File: src/hw/ads_pkg.sv
// ======================================
// ADS1292 controller shared definitions
// SPI widths, host control codes, command
// bytes and the first opcode byte layout
// ======================================
package ads_pkg;

	// ======================================
	// widths
	// ======================================
	localparam int BYTE_W      = 8;                    // one SPI word
	localparam int FRAME_BYTES = 9;                    // status + ch1 + ch2
	localparam int FRAME_W     = BYTE_W * FRAME_BYTES; // 72-bit stream frame

	// ======================================
	// host control codes
	// ======================================
	localparam logic [2:0] CB_IDLE   = 3'd0;
	localparam logic [2:0] CB_SYSCMD = 3'd1; // uses command byte
	localparam logic [2:0] CB_WREG   = 3'd2; // uses reg addr + data in
	localparam logic [2:0] CB_RREG   = 3'd3; // uses reg addr
	localparam logic [2:0] CB_RDATAC = 3'd4;
	localparam logic [2:0] CB_SDATAC = 3'd5; // also stops a running stream

	// ======================================
	// command bytes
	// ======================================
	localparam logic [BYTE_W-1:0] CM_RESET  = 8'h06; // done on the reset pin
	localparam logic [BYTE_W-1:0] CM_START  = 8'h08; // done on the START pin
	localparam logic [BYTE_W-1:0] CM_STOP   = 8'h0A; // done on the START pin
	localparam logic [BYTE_W-1:0] CM_RDATAC = 8'h10;
	localparam logic [BYTE_W-1:0] CM_SDATAC = 8'h11;

	// register access opcodes
	localparam logic [2:0]        OP_RREG    = 3'b001;
	localparam logic [2:0]        OP_WREG    = 3'b010;
	localparam logic [BYTE_W-1:0] OP_NUM_ONE = 8'h00; // count - 1, single register

	// first opcode byte
	// either a plain command or opcode over register address
	typedef union packed {
		logic [BYTE_W-1:0] cmd;
		struct packed {
			logic [2:0] op;   // 001 read, 010 write
			logic [4:0] addr; // start register
		} fields;
	} ads_opcode_u;

endpackage

File: src/hw/ads_spi_master.sv
`timescale 1ns/1ps
// ======================================
// ADS SPI master, mode 1 (CPOL 0, CPHA 1)
// one byte out on MOSI and one byte in from
// MISO per request, idle-low clock
// ======================================
module ads_spi_master #(
	parameter int CLKS_PER_HALF_BIT = 7
) (
	input  logic                      i_CLK,
	input  logic                      i_RSTN,
	input  logic [ads_pkg::BYTE_W-1:0] i_tx_byte,
	input  logic                      i_tx_valid,
	output logic                      o_tx_ready,
	output logic [ads_pkg::BYTE_W-1:0] o_rx_byte,
	output logic                      o_rx_valid,
	output logic                      o_SPI_CLK,
	output logic                      o_SPI_MOSI,
	input  logic                      i_SPI_MISO
);

	localparam int HB_W = $clog2(CLKS_PER_HALF_BIT + 1);

	logic [HB_W-1:0]            r_half_cnt; // cycles inside a half bit
	logic [3:0]                 r_edge_cnt; // 16 clock edges per byte
	logic [ads_pkg::BYTE_W-1:0] r_tx_shift;
	logic [ads_pkg::BYTE_W-1:0] r_rx_shift;
	logic                       w_edge;

	// an SPI clock edge is due this cycle
	assign w_edge = !o_tx_ready && (r_half_cnt == HB_W'(CLKS_PER_HALF_BIT - 1));

	always_ff @(posedge i_CLK or negedge i_RSTN) begin
		if (!i_RSTN) begin
			o_tx_ready <= 1'b1;
			o_rx_valid <= 1'b0;
			o_SPI_CLK  <= 1'b0;
			o_SPI_MOSI <= 1'b0;
			r_half_cnt <= '0;
			r_edge_cnt <= '0;
		end else begin
			o_rx_valid <= 1'b0;
			if (i_tx_valid && o_tx_ready) begin
				o_tx_ready <= 1'b0; // byte accepted
				r_half_cnt <= '0;
				r_edge_cnt <= '0;
			end else if (w_edge) begin
				r_half_cnt <= '0;
				r_edge_cnt <= r_edge_cnt + 1'b1;
				o_SPI_CLK  <= ~o_SPI_CLK;
				if (!r_edge_cnt[0]) begin
					o_SPI_MOSI <= r_tx_shift[ads_pkg::BYTE_W-1]; // leading edge, drive
				end else if (r_edge_cnt == 4'd15) begin
					o_tx_ready <= 1'b1; // last trailing edge
					o_rx_valid <= 1'b1;
				end
			end else if (!o_tx_ready) begin
				r_half_cnt <= r_half_cnt + 1'b1;
			end
		end
	end

	// shift registers carry no control state
	always_ff @(posedge i_CLK) begin
		if (i_tx_valid && o_tx_ready) begin
			r_tx_shift <= i_tx_byte;
		end else if (w_edge && !r_edge_cnt[0]) begin
			r_tx_shift <= {r_tx_shift[ads_pkg::BYTE_W-2:0], 1'b0}; // msb first
		end
		if (w_edge && r_edge_cnt[0]) begin
			r_rx_shift <= {r_rx_shift[ads_pkg::BYTE_W-2:0], i_SPI_MISO}; // trailing edge, sample
			if (r_edge_cnt == 4'd15) begin
				o_rx_byte <= {r_rx_shift[ads_pkg::BYTE_W-2:0], i_SPI_MISO};
			end
		end
	end

	// requester must wait for ready before a new strobe
	a_no_strobe_busy: assert property (
		@(posedge i_CLK) disable iff (!i_RSTN)
		$rose(i_tx_valid) |-> o_tx_ready
	);

endmodule

File: src/hw/ads_frame_capture.sv
`timescale 1ns/1ps
// ======================================
// ADS frame capture
// DRDY sync and fall detect, 9-byte frame
// assembly, frame-done pulse
// ======================================
module ads_frame_capture (
	input  logic                        i_CLK,
	input  logic                        i_RSTN,
	input  logic                        i_ads_drdy_n,
	input  logic                        i_frame_start,
	input  logic [ads_pkg::BYTE_W-1:0]  i_rx_byte,
	input  logic                        i_rx_valid,
	output logic                        o_drdy_fall,
	output logic                        o_frame_done,
	output logic [ads_pkg::FRAME_W-1:0] o_frame_data
);

	localparam int CNT_W = $clog2(ads_pkg::FRAME_BYTES);

	logic [2:0]       r_drdy_q;   // two sync flops + previous sample
	logic [CNT_W-1:0] r_byte_cnt;
	logic             r_armed;    // inside a frame

	assign o_drdy_fall = r_drdy_q[2] & ~r_drdy_q[1];

	always_ff @(posedge i_CLK or negedge i_RSTN) begin
		if (!i_RSTN) begin
			r_drdy_q     <= '1; // pin idles high
			r_byte_cnt   <= '0;
			r_armed      <= 1'b0;
			o_frame_done <= 1'b0;
		end else begin
			r_drdy_q     <= {r_drdy_q[1:0], i_ads_drdy_n};
			o_frame_done <= 1'b0;
			if (i_frame_start) begin
				r_armed    <= 1'b1;
				r_byte_cnt <= '0;
			end else if (r_armed && i_rx_valid) begin
				r_byte_cnt <= r_byte_cnt + 1'b1;
				if (r_byte_cnt == CNT_W'(ads_pkg::FRAME_BYTES - 1)) begin
					r_armed      <= 1'b0; // ninth byte in
					o_frame_done <= 1'b1;
				end
			end
		end
	end

	// frame payload, msb first, held until the next frame's first byte
	always_ff @(posedge i_CLK) begin
		if (r_armed && i_rx_valid) begin
			o_frame_data <= {o_frame_data[ads_pkg::FRAME_W-ads_pkg::BYTE_W-1:0], i_rx_byte};
		end
	end

endmodule

File: src/hw/ads_sequencer.sv
`timescale 1ns/1ps
// ======================================
// ADS sequencer
// power-up, system command, register access
// and continuous read FSM, drives chip pins
// and the SPI master
// ======================================
module ads_sequencer #(
	parameter int T_POR     = 5000000,
	parameter int T_RESET   = 1760,
	parameter int T_CS_HOLD = 392
) (
	input  logic                       i_CLK,
	input  logic                       i_RSTN,
	// host side
	input  logic [2:0]                 i_ads_control,
	input  logic [ads_pkg::BYTE_W-1:0] i_ads_command,
	input  logic [ads_pkg::BYTE_W-1:0] i_ads_reg_addr,
	input  logic [ads_pkg::BYTE_W-1:0] i_ads_data_in,
	output logic                       o_ads_busy,
	output logic                       o_ads_init_done,
	output logic                       o_ads_data_ready,
	output logic [ads_pkg::BYTE_W-1:0] o_reg_data,
	output logic                       o_last_rreg,
	// chip pins
	output logic                       o_SPI_CSN,
	output logic                       o_ads_reset_n,
	output logic                       o_ads_start,
	// spi master
	output logic [ads_pkg::BYTE_W-1:0] o_tx_byte,
	output logic                       o_tx_valid,
	input  logic                       i_tx_ready,
	input  logic [ads_pkg::BYTE_W-1:0] i_rx_byte,
	input  logic                       i_rx_valid,
	// frame capture
	output logic                       o_frame_start,
	input  logic                       i_drdy_fall,
	input  logic                       i_frame_done
);

	localparam int WAIT_MAX = (T_POR > T_RESET) ?
		((T_POR > T_CS_HOLD) ? T_POR : T_CS_HOLD) :
		((T_RESET > T_CS_HOLD) ? T_RESET : T_CS_HOLD);
	localparam int WAIT_W = $clog2(WAIT_MAX + 1);

	typedef enum logic [2:0] {
		ST_POR,     // reset pin high, power-on wait
		ST_RESET,   // reset pin low
		ST_STANDBY,
		ST_XFER,    // strobe next byte
		ST_WAIT,    // byte on the wire
		ST_STREAM,  // between frames
		ST_HOLD     // CSN hold, then end of op
	} state_t;

	state_t                     r_state;
	logic [WAIT_W-1:0]          r_wait;   // shared by all timed states
	logic [2:0]                 r_op;     // current operation
	logic [ads_pkg::BYTE_W-1:0] r_cmd;    // first byte for commands
	logic [4:0]                 r_addr;
	logic [ads_pkg::BYTE_W-1:0] r_data;
	logic [3:0]                 r_idx;    // byte index in transfer
	logic [3:0]                 r_nbytes;
	logic                       r_stop;   // SDATAC seen while streaming
	ads_pkg::ads_opcode_u       w_first;
	logic                       w_is_reg;

	assign w_is_reg = (r_op == ads_pkg::CB_WREG) || (r_op == ads_pkg::CB_RREG);

	// first byte: command or opcode + address
	always_comb begin
		w_first.cmd = r_cmd;
		if (w_is_reg) begin
			w_first.fields.op   = (r_op == ads_pkg::CB_WREG) ? ads_pkg::OP_WREG : ads_pkg::OP_RREG;
			w_first.fields.addr = r_addr;
		end
	end

	// byte for the current index
	always_comb begin
		if (r_idx == 4'd0) begin
			o_tx_byte = w_first.cmd;
		end else if (r_idx == 4'd1 && w_is_reg) begin
			o_tx_byte = ads_pkg::OP_NUM_ONE;
		end else if (r_op == ads_pkg::CB_WREG) begin
			o_tx_byte = r_data;
		end else begin
			o_tx_byte = '0; // dummy for reads and frames
		end
	end

	// ======================================
	// main FSM
	// ======================================
	always_ff @(posedge i_CLK or negedge i_RSTN) begin
		if (!i_RSTN) begin
			r_state          <= ST_POR;
			r_wait           <= '0;
			r_op             <= ads_pkg::CB_IDLE;
			r_cmd            <= '0;
			r_idx            <= '0;
			r_nbytes         <= '0;
			r_stop           <= 1'b0;
			o_ads_busy       <= 1'b0;
			o_ads_init_done  <= 1'b0;
			o_ads_data_ready <= 1'b0;
			o_last_rreg      <= 1'b0;
			o_SPI_CSN        <= 1'b1;
			o_ads_reset_n    <= 1'b1;
			o_ads_start      <= 1'b0;
			o_tx_valid       <= 1'b0;
			o_frame_start    <= 1'b0;
		end else begin
			o_tx_valid       <= 1'b0;
			o_frame_start    <= 1'b0;
			o_ads_data_ready <= i_frame_done;
			if (r_op == ads_pkg::CB_RDATAC && i_ads_control == ads_pkg::CB_SDATAC)
				r_stop <= 1'b1; // honoured between frames

			case (r_state)
				ST_POR: begin
					r_wait <= r_wait + 1'b1;
					if (r_wait == WAIT_W'(T_POR - 1)) begin
						r_wait        <= '0;
						o_ads_reset_n <= 1'b0;
						r_state       <= ST_RESET;
					end
				end

				ST_RESET: begin
					r_wait <= r_wait + 1'b1;
					if (r_wait == WAIT_W'(T_RESET - 1)) begin
						r_wait        <= '0;
						o_ads_reset_n <= 1'b1;
						r_op          <= ads_pkg::CB_SDATAC; // chip wakes in RDATAC
						r_cmd         <= ads_pkg::CM_SDATAC;
						r_idx         <= '0;
						r_nbytes      <= 4'd1;
						o_SPI_CSN     <= 1'b0;
						r_state       <= ST_XFER;
					end
				end

				ST_STANDBY: begin
					r_wait   <= '0;
					r_idx    <= '0;
					r_nbytes <= 4'd1;
					r_op     <= i_ads_control;
					case (i_ads_control)
						ads_pkg::CB_SYSCMD: begin
							o_ads_busy  <= 1'b1;
							o_last_rreg <= 1'b0;
							r_cmd       <= i_ads_command;
							case (i_ads_command)
								ads_pkg::CM_START: begin
									o_ads_start <= 1'b1; // pin only
									r_state     <= ST_HOLD;
								end
								ads_pkg::CM_STOP: begin
									o_ads_start <= 1'b0;
									r_state     <= ST_HOLD;
								end
								ads_pkg::CM_RESET: begin
									o_ads_reset_n <= 1'b0; // repeat reset pulse
									r_state       <= ST_RESET;
								end
								default: begin
									o_SPI_CSN <= 1'b0;
									r_state   <= ST_XFER;
								end
							endcase
						end
						ads_pkg::CB_WREG, ads_pkg::CB_RREG: begin
							o_ads_busy  <= 1'b1;
							o_last_rreg <= (i_ads_control == ads_pkg::CB_RREG);
							r_nbytes    <= 4'd3; // opcode, count, data or dummy
							o_SPI_CSN   <= 1'b0;
							r_state     <= ST_XFER;
						end
						ads_pkg::CB_RDATAC, ads_pkg::CB_SDATAC: begin
							o_ads_busy  <= 1'b1;
							o_last_rreg <= 1'b0;
							o_SPI_CSN   <= 1'b0;
							r_state     <= ST_XFER;
							if (i_ads_control == ads_pkg::CB_RDATAC) begin
								r_cmd       <= ads_pkg::CM_RDATAC;
								o_ads_start <= 1'b1; // conversions on
							end else begin
								r_cmd <= ads_pkg::CM_SDATAC;
							end
						end
						default: ; // idle or unused code
					endcase
				end

				ST_XFER: begin
					if (i_tx_ready) begin
						o_tx_valid <= 1'b1;
						r_state    <= ST_WAIT;
					end
				end

				ST_WAIT: begin
					if (i_rx_valid) begin
						r_idx <= r_idx + 1'b1;
						if (r_idx == r_nbytes - 1'b1)
							r_state <= (r_op == ads_pkg::CB_RDATAC) ? ST_STREAM : ST_HOLD;
						else
							r_state <= ST_XFER;
					end
				end

				ST_STREAM: begin
					r_idx <= '0;
					if (r_stop) begin
						r_stop      <= 1'b0;
						o_ads_start <= 1'b0;
						r_op        <= ads_pkg::CB_SDATAC;
						r_cmd       <= ads_pkg::CM_SDATAC;
						r_nbytes    <= 4'd1;
						r_state     <= ST_XFER;
					end else if (i_drdy_fall) begin
						o_frame_start <= 1'b1;
						r_cmd         <= '0; // dummy clocks for the frame
						r_nbytes      <= 4'(ads_pkg::FRAME_BYTES);
						r_state       <= ST_XFER;
					end
				end

				ST_HOLD: begin
					r_wait <= r_wait + 1'b1;
					if (r_wait == WAIT_W'(T_CS_HOLD - 1)) begin
						r_wait          <= '0;
						o_SPI_CSN       <= 1'b1;
						o_ads_busy      <= 1'b0;
						o_ads_init_done <= 1'b1; // first pass ends power-up
						r_state         <= ST_STANDBY;
					end
				end

				default: r_state <= ST_POR;
			endcase
		end
	end

	// operands and read-back byte
	always_ff @(posedge i_CLK) begin
		if (r_state == ST_STANDBY) begin
			r_addr <= i_ads_reg_addr[4:0];
			r_data <= i_ads_data_in;
		end
		if (r_state == ST_WAIT && i_rx_valid && r_op == ads_pkg::CB_RREG && r_idx == 4'd2)
			o_reg_data <= i_rx_byte;
	end

	// chip must be selected for any byte in flight
	a_csn_on_transfer: assert property (
		@(posedge i_CLK) disable iff (!i_RSTN)
		!i_tx_ready |-> !o_SPI_CSN
	);

endmodule

File: src/hw/ads1292_controller.sv
`timescale 1ns/1ps
// ======================================
// ADS1292 controller top level
// sequencer, SPI master and frame capture
// ======================================
module ads1292_controller #(
	parameter int CLKS_PER_HALF_BIT = 7,
	parameter int T_POR             = 5000000,
	parameter int T_RESET           = 1760,
	parameter int T_CS_HOLD         = 392
) (
	input  logic                        i_CLK,
	input  logic                        i_RSTN,
	// host side
	input  logic [2:0]                  i_ads_control,
	input  logic [ads_pkg::BYTE_W-1:0]  i_ads_command,
	input  logic [ads_pkg::BYTE_W-1:0]  i_ads_reg_addr,
	input  logic [ads_pkg::BYTE_W-1:0]  i_ads_data_in,
	output logic                        o_ads_busy,
	output logic                        o_ads_init_done,
	output logic                        o_ads_data_ready,
	output logic [ads_pkg::FRAME_W-1:0] o_ads_data_out,
	// chip side
	output logic                        o_SPI_CLK,
	output logic                        o_SPI_MOSI,
	input  logic                        i_SPI_MISO,
	output logic                        o_SPI_CSN,
	output logic                        o_ads_reset_n,
	output logic                        o_ads_start,
	input  logic                        i_ads_drdy_n
);

	logic [ads_pkg::BYTE_W-1:0]  w_tx_byte;
	logic                        w_tx_valid;
	logic                        w_tx_ready;
	logic [ads_pkg::BYTE_W-1:0]  w_rx_byte;
	logic                        w_rx_valid;
	logic                        w_frame_start;
	logic                        w_drdy_fall;
	logic                        w_frame_done;
	logic [ads_pkg::FRAME_W-1:0] w_frame_data;
	logic [ads_pkg::BYTE_W-1:0]  w_reg_data;
	logic                        w_last_rreg;

	// register byte takes the low byte after a register read
	assign o_ads_data_out = {w_frame_data[ads_pkg::FRAME_W-1:ads_pkg::BYTE_W],
		w_last_rreg ? w_reg_data : w_frame_data[ads_pkg::BYTE_W-1:0]};

	ads_sequencer #(
		.T_POR     (T_POR),
		.T_RESET   (T_RESET),
		.T_CS_HOLD (T_CS_HOLD)
	) seq_i (
		.i_CLK            (i_CLK),
		.i_RSTN           (i_RSTN),
		.i_ads_control    (i_ads_control),
		.i_ads_command    (i_ads_command),
		.i_ads_reg_addr   (i_ads_reg_addr),
		.i_ads_data_in    (i_ads_data_in),
		.o_ads_busy       (o_ads_busy),
		.o_ads_init_done  (o_ads_init_done),
		.o_ads_data_ready (o_ads_data_ready),
		.o_reg_data       (w_reg_data),
		.o_last_rreg      (w_last_rreg),
		.o_SPI_CSN        (o_SPI_CSN),
		.o_ads_reset_n    (o_ads_reset_n),
		.o_ads_start      (o_ads_start),
		.o_tx_byte        (w_tx_byte),
		.o_tx_valid       (w_tx_valid),
		.i_tx_ready       (w_tx_ready),
		.i_rx_byte        (w_rx_byte),
		.i_rx_valid       (w_rx_valid),
		.o_frame_start    (w_frame_start),
		.i_drdy_fall      (w_drdy_fall),
		.i_frame_done     (w_frame_done)
	);

	ads_spi_master #(
		.CLKS_PER_HALF_BIT (CLKS_PER_HALF_BIT)
	) spi_i (
		.i_CLK      (i_CLK),
		.i_RSTN     (i_RSTN),
		.i_tx_byte  (w_tx_byte),
		.i_tx_valid (w_tx_valid),
		.o_tx_ready (w_tx_ready),
		.o_rx_byte  (w_rx_byte),
		.o_rx_valid (w_rx_valid),
		.o_SPI_CLK  (o_SPI_CLK),
		.o_SPI_MOSI (o_SPI_MOSI),
		.i_SPI_MISO (i_SPI_MISO)
	);

	ads_frame_capture cap_i (
		.i_CLK         (i_CLK),
		.i_RSTN        (i_RSTN),
		.i_ads_drdy_n  (i_ads_drdy_n),
		.i_frame_start (w_frame_start),
		.i_rx_byte     (w_rx_byte),
		.i_rx_valid    (w_rx_valid),
		.o_drdy_fall   (w_drdy_fall),
		.o_frame_done  (w_frame_done),
		.o_frame_data  (w_frame_data)
	);

endmodule

File: config.mk
export PLATFORM = sky130hd
export DESIGN_NAME = ads1292_controller
export DESIGN_NICKNAME = d
export VERILOG_FILES = /design/src/hw/ads_pkg.sv /design/src/hw/ads_spi_master.sv /design/src/hw/ads_frame_capture.sv /design/src/hw/ads_sequencer.sv /design/src/hw/ads1292_controller.sv
export SDC_FILE = /design/constraint.sdc
export NUM_CORES = 1
export LEC_CHECK = 0
export ABC_AREA = 1
export BUFFER_PORTS_ARGS = -buffer_cell sky130_fd_sc_hd__buf_2
export CORE_AREA = 2 2 134 136
export CTS_CLUSTER_SIZE = 12
export DETAILED_ROUTE_END_ITERATION = 12
export DIE_AREA = 0 0 136 138
export PLACE_DENSITY = 0.7
export SYNTH_ARGS = -nofsm -noshare
export SYNTH_HDL_FRONTEND = slang
export SYNTH_HIERARCHICAL = 1
export SYNTH_SLANG_ARGS = --single-unit
export TNS_END_PERCENT = 30
File: constraint.sdc
create_clock -name i_CLK -period 3 [get_ports i_CLK]
set_clock_uncertainty 0.2 [all_clocks]
set_input_delay 0.15 -clock i_CLK [delete_from_list [all_inputs] [get_ports i_CLK]]
set_output_delay 0.15 -clock i_CLK [all_outputs]
set_load 0.005 [all_outputs]
==> flow_metrics.tcl, run 1 <==
set metrics [dict create \
    synth_top_area_frac 0.409 \
    synth_top_area_cell "edfxtp_1" \
    rsz0062_at_grt "no" \
    crit_required_ns 3.11 \
    synth_top_flop_cell "edfxtp_1" \
    drv_slew 0 \
    synth_top_family_by_area "simple AND/OR/NAND/NOR gates" \
    min_path_cells 7 \
    totalNegativeSetupSlack_ns 0 \
    place_hpwl_mm 11.0 \
    irDropWorstVdd_mv 0.413 \
    avgSynthCellArea_um2 10.2 \
    tightestPinTransition_ns 0.964 \
    min_period_ns 2.20 \
    pre_cts_slack_ns 0.784 \
    slew_headroom 0.358 \
    portBuffers 107 \
    wire_per_inst_um 13.2 \
    dr.pass1.iters 5 \
    ys_ff_latch 190 \
    coreArea_um2 17500 \
    cts_root_buf "clkbuf_16" \
    fillCellCount 1531 \
    fin_area_um2 10100 \
    yosys.area_share.simple 0.231 \
    die_x_um 136 \
    setup_violations 0 \
    fmax_mhz 455 \
    post-route-util 0.578 \
    holdCritPathClass "input pin to flop" \
    status "finished, final reports clean" \
    cts_htree_levels 4 \
    wirelength_mm 16.0 \
    final_common_cell "nand2_1" \
    grt_max_degree 75 \
    synthArstFlopShare 0.389 \
    fin_ws_ns 0.801 \
    seq_area_um2 5340 \
    cts_made_buffers 17 \
    start_util 0.486 \
    crit_path_start_kind "flop" \
    synthTopCellsByArea "edfxtp_1, dfrtp_1, nand2_1" \
    powerDensity_nw_per_um2 505 \
    synth_fp_nets 877 \
    dieArea_um2 18800 \
    placed_cell_area_um2 9270 \
    syn-cell-area_um2 8530 \
    arrival_ns 2.30 \
    multi_input_area_um2 2720 \
    rrSetupSlack_ns 0.80 \
    r2r-end "seq_i/o_ads_start" \
    static-leakage-power_nw 4.41 \
    met1_usage 0.222 \
    path_max_fanout 17 \
    cts_buffer_depth 2 \
    pin_count 111 \
    grt_overflow 0 \
    core.rowCount 49 \
    end_kind "flop" \
    drcViolationCount 0 \
    critical_path.startpoint "seq_i/r_state[0]" \
    min_from "i_ads_command[0]" \
    synth_mux_area_frac 0 \
    drtIter0Drc 327 \
    vias 5894 \
    antenna_left 0 \
    grt_pass1_wl_mm 26.6 \
    worstReg2RegStart "seq_i/r_state[0]" \
    grt_antenna_before_repair 0 \
    clock_latency_ns 0.43 \
    finalCritPeriodShare 0.733 \
    syn2layout_area_growth_pct 18.9 \
    grt_busiest_layer "met2" \
    yosysSeqAreaShare 0.627 \
    cts_tree "built" \
    clock-sinks 190 \
    grt.met3_usage 0.0396 \
    power_mw 5.12 \
    hold_end "seq_i/r_cmd[0]" \
    reg2regPathDepth 9 \
    synth_fa_ha_area_frac 0.0161 \
    diodes 0 \
    crit_type "flop to flop" \
    place_congestion 0.871 \
    clkSlewWorstSetupHoldPaths_ns 0.07 \
    final-hold-violation-count 0 \
    avgViaCountPerCell 4.85 \
    die_h_um 138 \
    synth_cells 835 \
    synth_warnings 6 \
    drive_above_1_share 0.228 \
    synthXorXnorAreaFrac 0.0175 \
    grt_use_met2 0.312 \
    synth_compound_area_frac 0.0537 \
    grt_pass1_vias 5670 \
    drv_cap 0 \
    grt_usage 0.180 \
    layout_common_cells "nand2_1, edfxtp_1, buf_2" \
    nets 1017 \
    synth_cell_types 39 \
    synth-edff-count 116 \
]
[layer usage]
metal  vias to the layer above  routed length (µm)  share of wire
met3                        15                 531          0.033
met5                         -                   0              0
met2                       100                8270           0.52
li1                       3004                   -              -
met1                      2775                6980           0.44
met4                         0                 215          0.013
[repair_timing]
| item | 4_1_cts | 5_1_grt |
|---|---|---|
| buffers inserted | 0 | 0 |
| hold buffers | 27 | 0 |
| setup endpoints to repair | 0 | 0 |
| hold endpoints to repair | 99 | 0 |
| resized for setup | 0 | 0 |
[report_power, final]
part | internal (mW) | switching (mW) | total [mW]
Combinational | 0.0380 | 0.0419 | 0.0799
Sequential | 2.76 | 0.000639 | 2.76
Clock | 1.26 | 1.02 | 2.28
[worst max-delay path: stages, from the launching register on]
cell	delay, ns
dfrtp_1	0.55
inv_2	0.13
nand2_2	0.06
nor2_2	0.28
buf_4	0.32
nand2_1	0.11
o21ai_0	0.19
nand2_1	0.09
nand2_1	0.06
o21ai_0	0.08
[sequential cells by signal, summed over array words and instances (netlist names), 4 cells and up]
register / cells
seq_i/r_addr: 5
cap_i/o_frame_data: 72
spi_i/r_rx_shift: 7
cap_i/r_byte_cnt: 4
spi_i/r_tx_shift: 8
spi_i/o_rx_byte: 8
seq_i/r_cmd: 8
seq_i/o_reg_data: 8
seq_i/r_wait: 23
seq_i/r_idx: 4
spi_i/r_edge_cnt: 4
seq_i/r_data: 8
[cell usage after synthesis, types with 2 or more instances]
library cell	count
nor3_1	8
o21ai_2	10
a21oi_1	8
xnor2_1	5
nand3_1	57
nor2_1	83
inv_1	77
o21ai_0	23
o21ai_1	5
inv_2	12
xor2_1	12
and2_1	2
buf_4	5
nor2_4	6
dfrtp_1	68
or2_2	3
nor3_2	2
nor2_2	12
nand2_4	3
nand3b_1	2
ha_1	11
o31ai_1	6
clkbuf_1	3
a21oi_2	11
nand4_1	9
buf_2	4
nand2_2	12
edfxtp_1	116
dfstp_2	6
nand2_1	238
buf_6	6
a22oi_1	2
nand3_2	2
[worst max path at each step]
| stage | cells past startpoint | to |
|---|---|---|
| finish | 9 | seq_i/o_ads_start |
| global route | 9 | seq_i/r_wait[12] |
| CTS | 8 | seq_i/o_ads_start |
| detailed placement | 8 | seq_i/o_ads_start |
| global placement | 9 | seq_i/o_ads_start |
| floorplan | 5 | cap_i/r_armed |
[per-stage QoR]
| stage | hold WS [ns] | std cells |
|---|---|---|
| CTS | 0.0283 | 1216 |
| finish | 0.0556 | 1216 |
| detailed placement | 0.0607 | 1158 |
| global placement | 0.0573 | 1158 |
| floorplan | -0.346 | 835 |
| global route | 0.0722 | 1216 |
[cell families after synthesis]
kind of cell / after synthesis
AOI/OAI and AO/OA: 68
xor gates and xnor gates: 17
adders and majority gates: 11
buffers and inverters: 107
DFF: 190
and+or+nand+nor: 442
[area by class of cell]
type	count	area share
multi-input combinational	538	0.268
clock buffer	17	0.0420
timing repair buffer	139	0.0847
tap	229	0.0283
sequential	190	0.527
inverter	89	0.0330
clock inverter	14	0.0174
(Power assumes the default switching activity.)
==> run 2: changes to the inputs <==
--- a/config.mk
+++ b/config.mk
@@ -11,7 +11,7 @@
 export CTS_CLUSTER_SIZE = 12
 export DETAILED_ROUTE_END_ITERATION = 12
 export DIE_AREA = 0 0 136 138
-export PLACE_DENSITY = 0.7
+export PLACE_DENSITY = 0.72
 export SYNTH_ARGS = -nofsm -noshare
 export SYNTH_HDL_FRONTEND = slang
 export SYNTH_HIERARCHICAL = 1
==> constraint.sdc (replaced) <==
create_clock -name i_CLK -period 2 [get_ports i_CLK]
set_clock_uncertainty 0.2 [all_clocks]
set_input_delay 0.1 -clock i_CLK [delete_from_list [all_inputs] [get_ports i_CLK]]
set_output_delay 0.1 -clock i_CLK [all_outputs]
set_load 0.005 [all_outputs]
==> run 2 against run 1 <==
- cell area up 3.7%
- critical path depth up 1
- first-iteration DRC count up 56%
- register-to-register slack worse by 0.74 ns
- sequential share of layout area down 1.8 points
- via count up 3.5%
- clock power up 50%
- maximum frequency up 13%
- critical path type unchanged
- critical endpoint is now seq_i/r_cmd[0]
==> flow_metrics.tcl, run 2 (synthesized netlist as in run 1, its figures left out) <==
set metrics [dict create \
    wire_per_inst_um 13.8 \
    final-hold-violation-count 0 \
    fin_area_um2 10500 \
    arrival_ns 2.09 \
    place_congestion 0.900 \
    fillCellCount 1460 \
    coreArea_um2 17500 \
    crit_required_ns 2.15 \
    diodes 0 \
    slew_headroom 0.726 \
    instances_no_fill 1252 \
    seq_area_um2 5350 \
    finalCritPeriodShare 0.971 \
    drv_cap 0 \
    cts_htree_levels 4 \
    drive_above_1_share 0.264 \
    cts_root_buf "clkbuf_16" \
    placed_cell_area_um2 9500 \
    largest_register_ffs 72 \
    drcViolationCount 0 \
    grt_antenna_before_repair 0 \
    grt_max_degree 73 \
    setup_violations 0 \
    syn2layout_area_growth_pct 23.3 \
    rrSetupSlack_ns 0.06 \
    grt_overflow 0 \
    whs_ns 0.0564 \
    crit_path_start_kind "flop" \
    power_mw 7.70 \
    multi_input_area_um2 2770 \
    irDropWorstVdd_mv 0.521 \
    crit_type "flop to flop" \
    clock_latency_ns 0.42 \
    dieArea_um2 18800 \
    cts_made_buffers 17 \
    dr.pass1.iters 5 \
    fmax_mhz 515 \
    antenna_left 0 \
    grt_usage 0.189 \
    start_util 0.486 \
    reg2regPathDepth 10 \
    static-leakage-power_nw 4.61 \
    portBuffers 107 \
    core.rowCount 49 \
    die_h_um 138 \
    worstReg2RegStart "seq_i/r_wait[1]" \
    wirelength_mm 17.2 \
    tightestPinTransition_ns 0.408 \
    cts_tree "built" \
    path_max_fanout 9 \
    vias 6098 \
    nets 1053 \
    clock-sinks 190 \
    clkSlewWorstSetupHoldPaths_ns 0.07 \
    end_kind "flop" \
    placed_cells 1185 \
    status "finished, final reports clean" \
    drv_slew 0 \
    powerDensity_nw_per_um2 732 \
    totalNegativeSetupSlack_ns 0 \
    top_regs "cap_i/o_frame_data: 72 flops, seq_i/r_wait: 23 flops" \
    grt_pass1_wl_mm 28.3 \
    grt_pass1_vias 6042 \
    avgViaCountPerCell 4.87 \
    regMostFlops "cap_i/o_frame_data" \
    place_hpwl_mm 11.6 \
    layout_common_cells "nand2_1, edfxtp_1, buf_2" \
    rsz0062_at_grt "yes" \
    pin_count 111 \
    holdCritPathClass "input pin to async pin" \
    r2r-end "seq_i/r_cmd[0]" \
    min_period_ns 1.94 \
    die_x_um 136 \
    cts_buffer_depth 2 \
    final_common_cell "nand2_1" \
    drtIter0Drc 511 \
]
run 2: cell count changes in the layout (fill, tap and decap cells not counted), sizes merged:
cell | previous run | this run
nand3 | 60 | 61
dlygate4sd3 | 27 | 28
buf | 112 | 146
run 2: cell type report:
cell class / instances / share of cell area
Clock inverter: 14 / 0.0170
Clock buffer: 17 / 0.0405
Sequential cell: 190 / 0.509
Tap cell: 229 / 0.0273
Inverter: 89 / 0.0321
Multi-Input combinational cell: 539 / 0.264
Timing Repair Buffer: 174 / 0.111
run 2: power breakdown:
group / leakage, nW / internal (mW) / switching (mW) / total, mW
registers: 2.00 / 4.14 / 0.000974 / 4.14
logic: 2.31 / 0.0676 / 0.0683 / 0.136
clock network: 0.297 / 1.89 / 1.53 / 3.42
total: 4.61 / 6.10 / 1.60 / 7.70
run 2: worst max-delay path by stage:
| stage | from | endpoint | slack, ns | cells after the start |
|---|---|---|---|---|
| 4_1_cts | seq_i/r_wait[1] | seq_i/r_wait[15] | 0.04 | 11 |
| 5_1_grt | seq_i/r_wait[1] | seq_i/r_wait[12] | -0.07 | 9 |
| 3_3_place_gp | seq_i/r_wait[1] | seq_i/r_wait[19] | 0.11 | 11 |
| 6_report | seq_i/r_wait[1] | seq_i/r_cmd[0] | 0.06 | 10 |
| 3_5_place_dp | seq_i/r_wait[1] | seq_i/r_wait[21] | 0.06 | 11 |
| 2_1_floorplan | spi_i/o_rx_valid | cap_i/o_frame_data[0] | -0.18 | 2 |
run 2: critical path, cell delays in order (launching register included):
cell and delay, ns:
dfrtp_1 0.38, ha_2 0.20, nand2_2 0.08, inv_2 0.07
nand2_2 0.07, nor2_2 0.12, nand3_2 0.11, nand2_4 0.17
buf_4 0.16, nand3_4 0.15, o21ai_2 0.16
run 2: timing repair:
item,CTS,global route
gates resized for setup,0,13
setup buffers,0,6
hold endpoints to repair,105,0
setup endpoints to repair,0,41
hold buffers,29,0
run 2: layer usage:
metal  wire, µm  GRT usage  vias up
met4        319     0.0685        0
met1       7300      0.234     2829
li1           -          -     3086
met3        602     0.0337       35
met5          0          0        -
met2       9010      0.330      148
run 2: stage by stage:
stage / utilization / worst slack, ns
2_1_floorplan: - / -0.175
3_3_place_gp: 0.542 / 0.111
3_5_place_dp: 0.542 / 0.0617
4_1_cts: 0.594 / 0.0448
5_1_grt: 0.599 / -0.0680
6_report: 0.599 / 0.0588
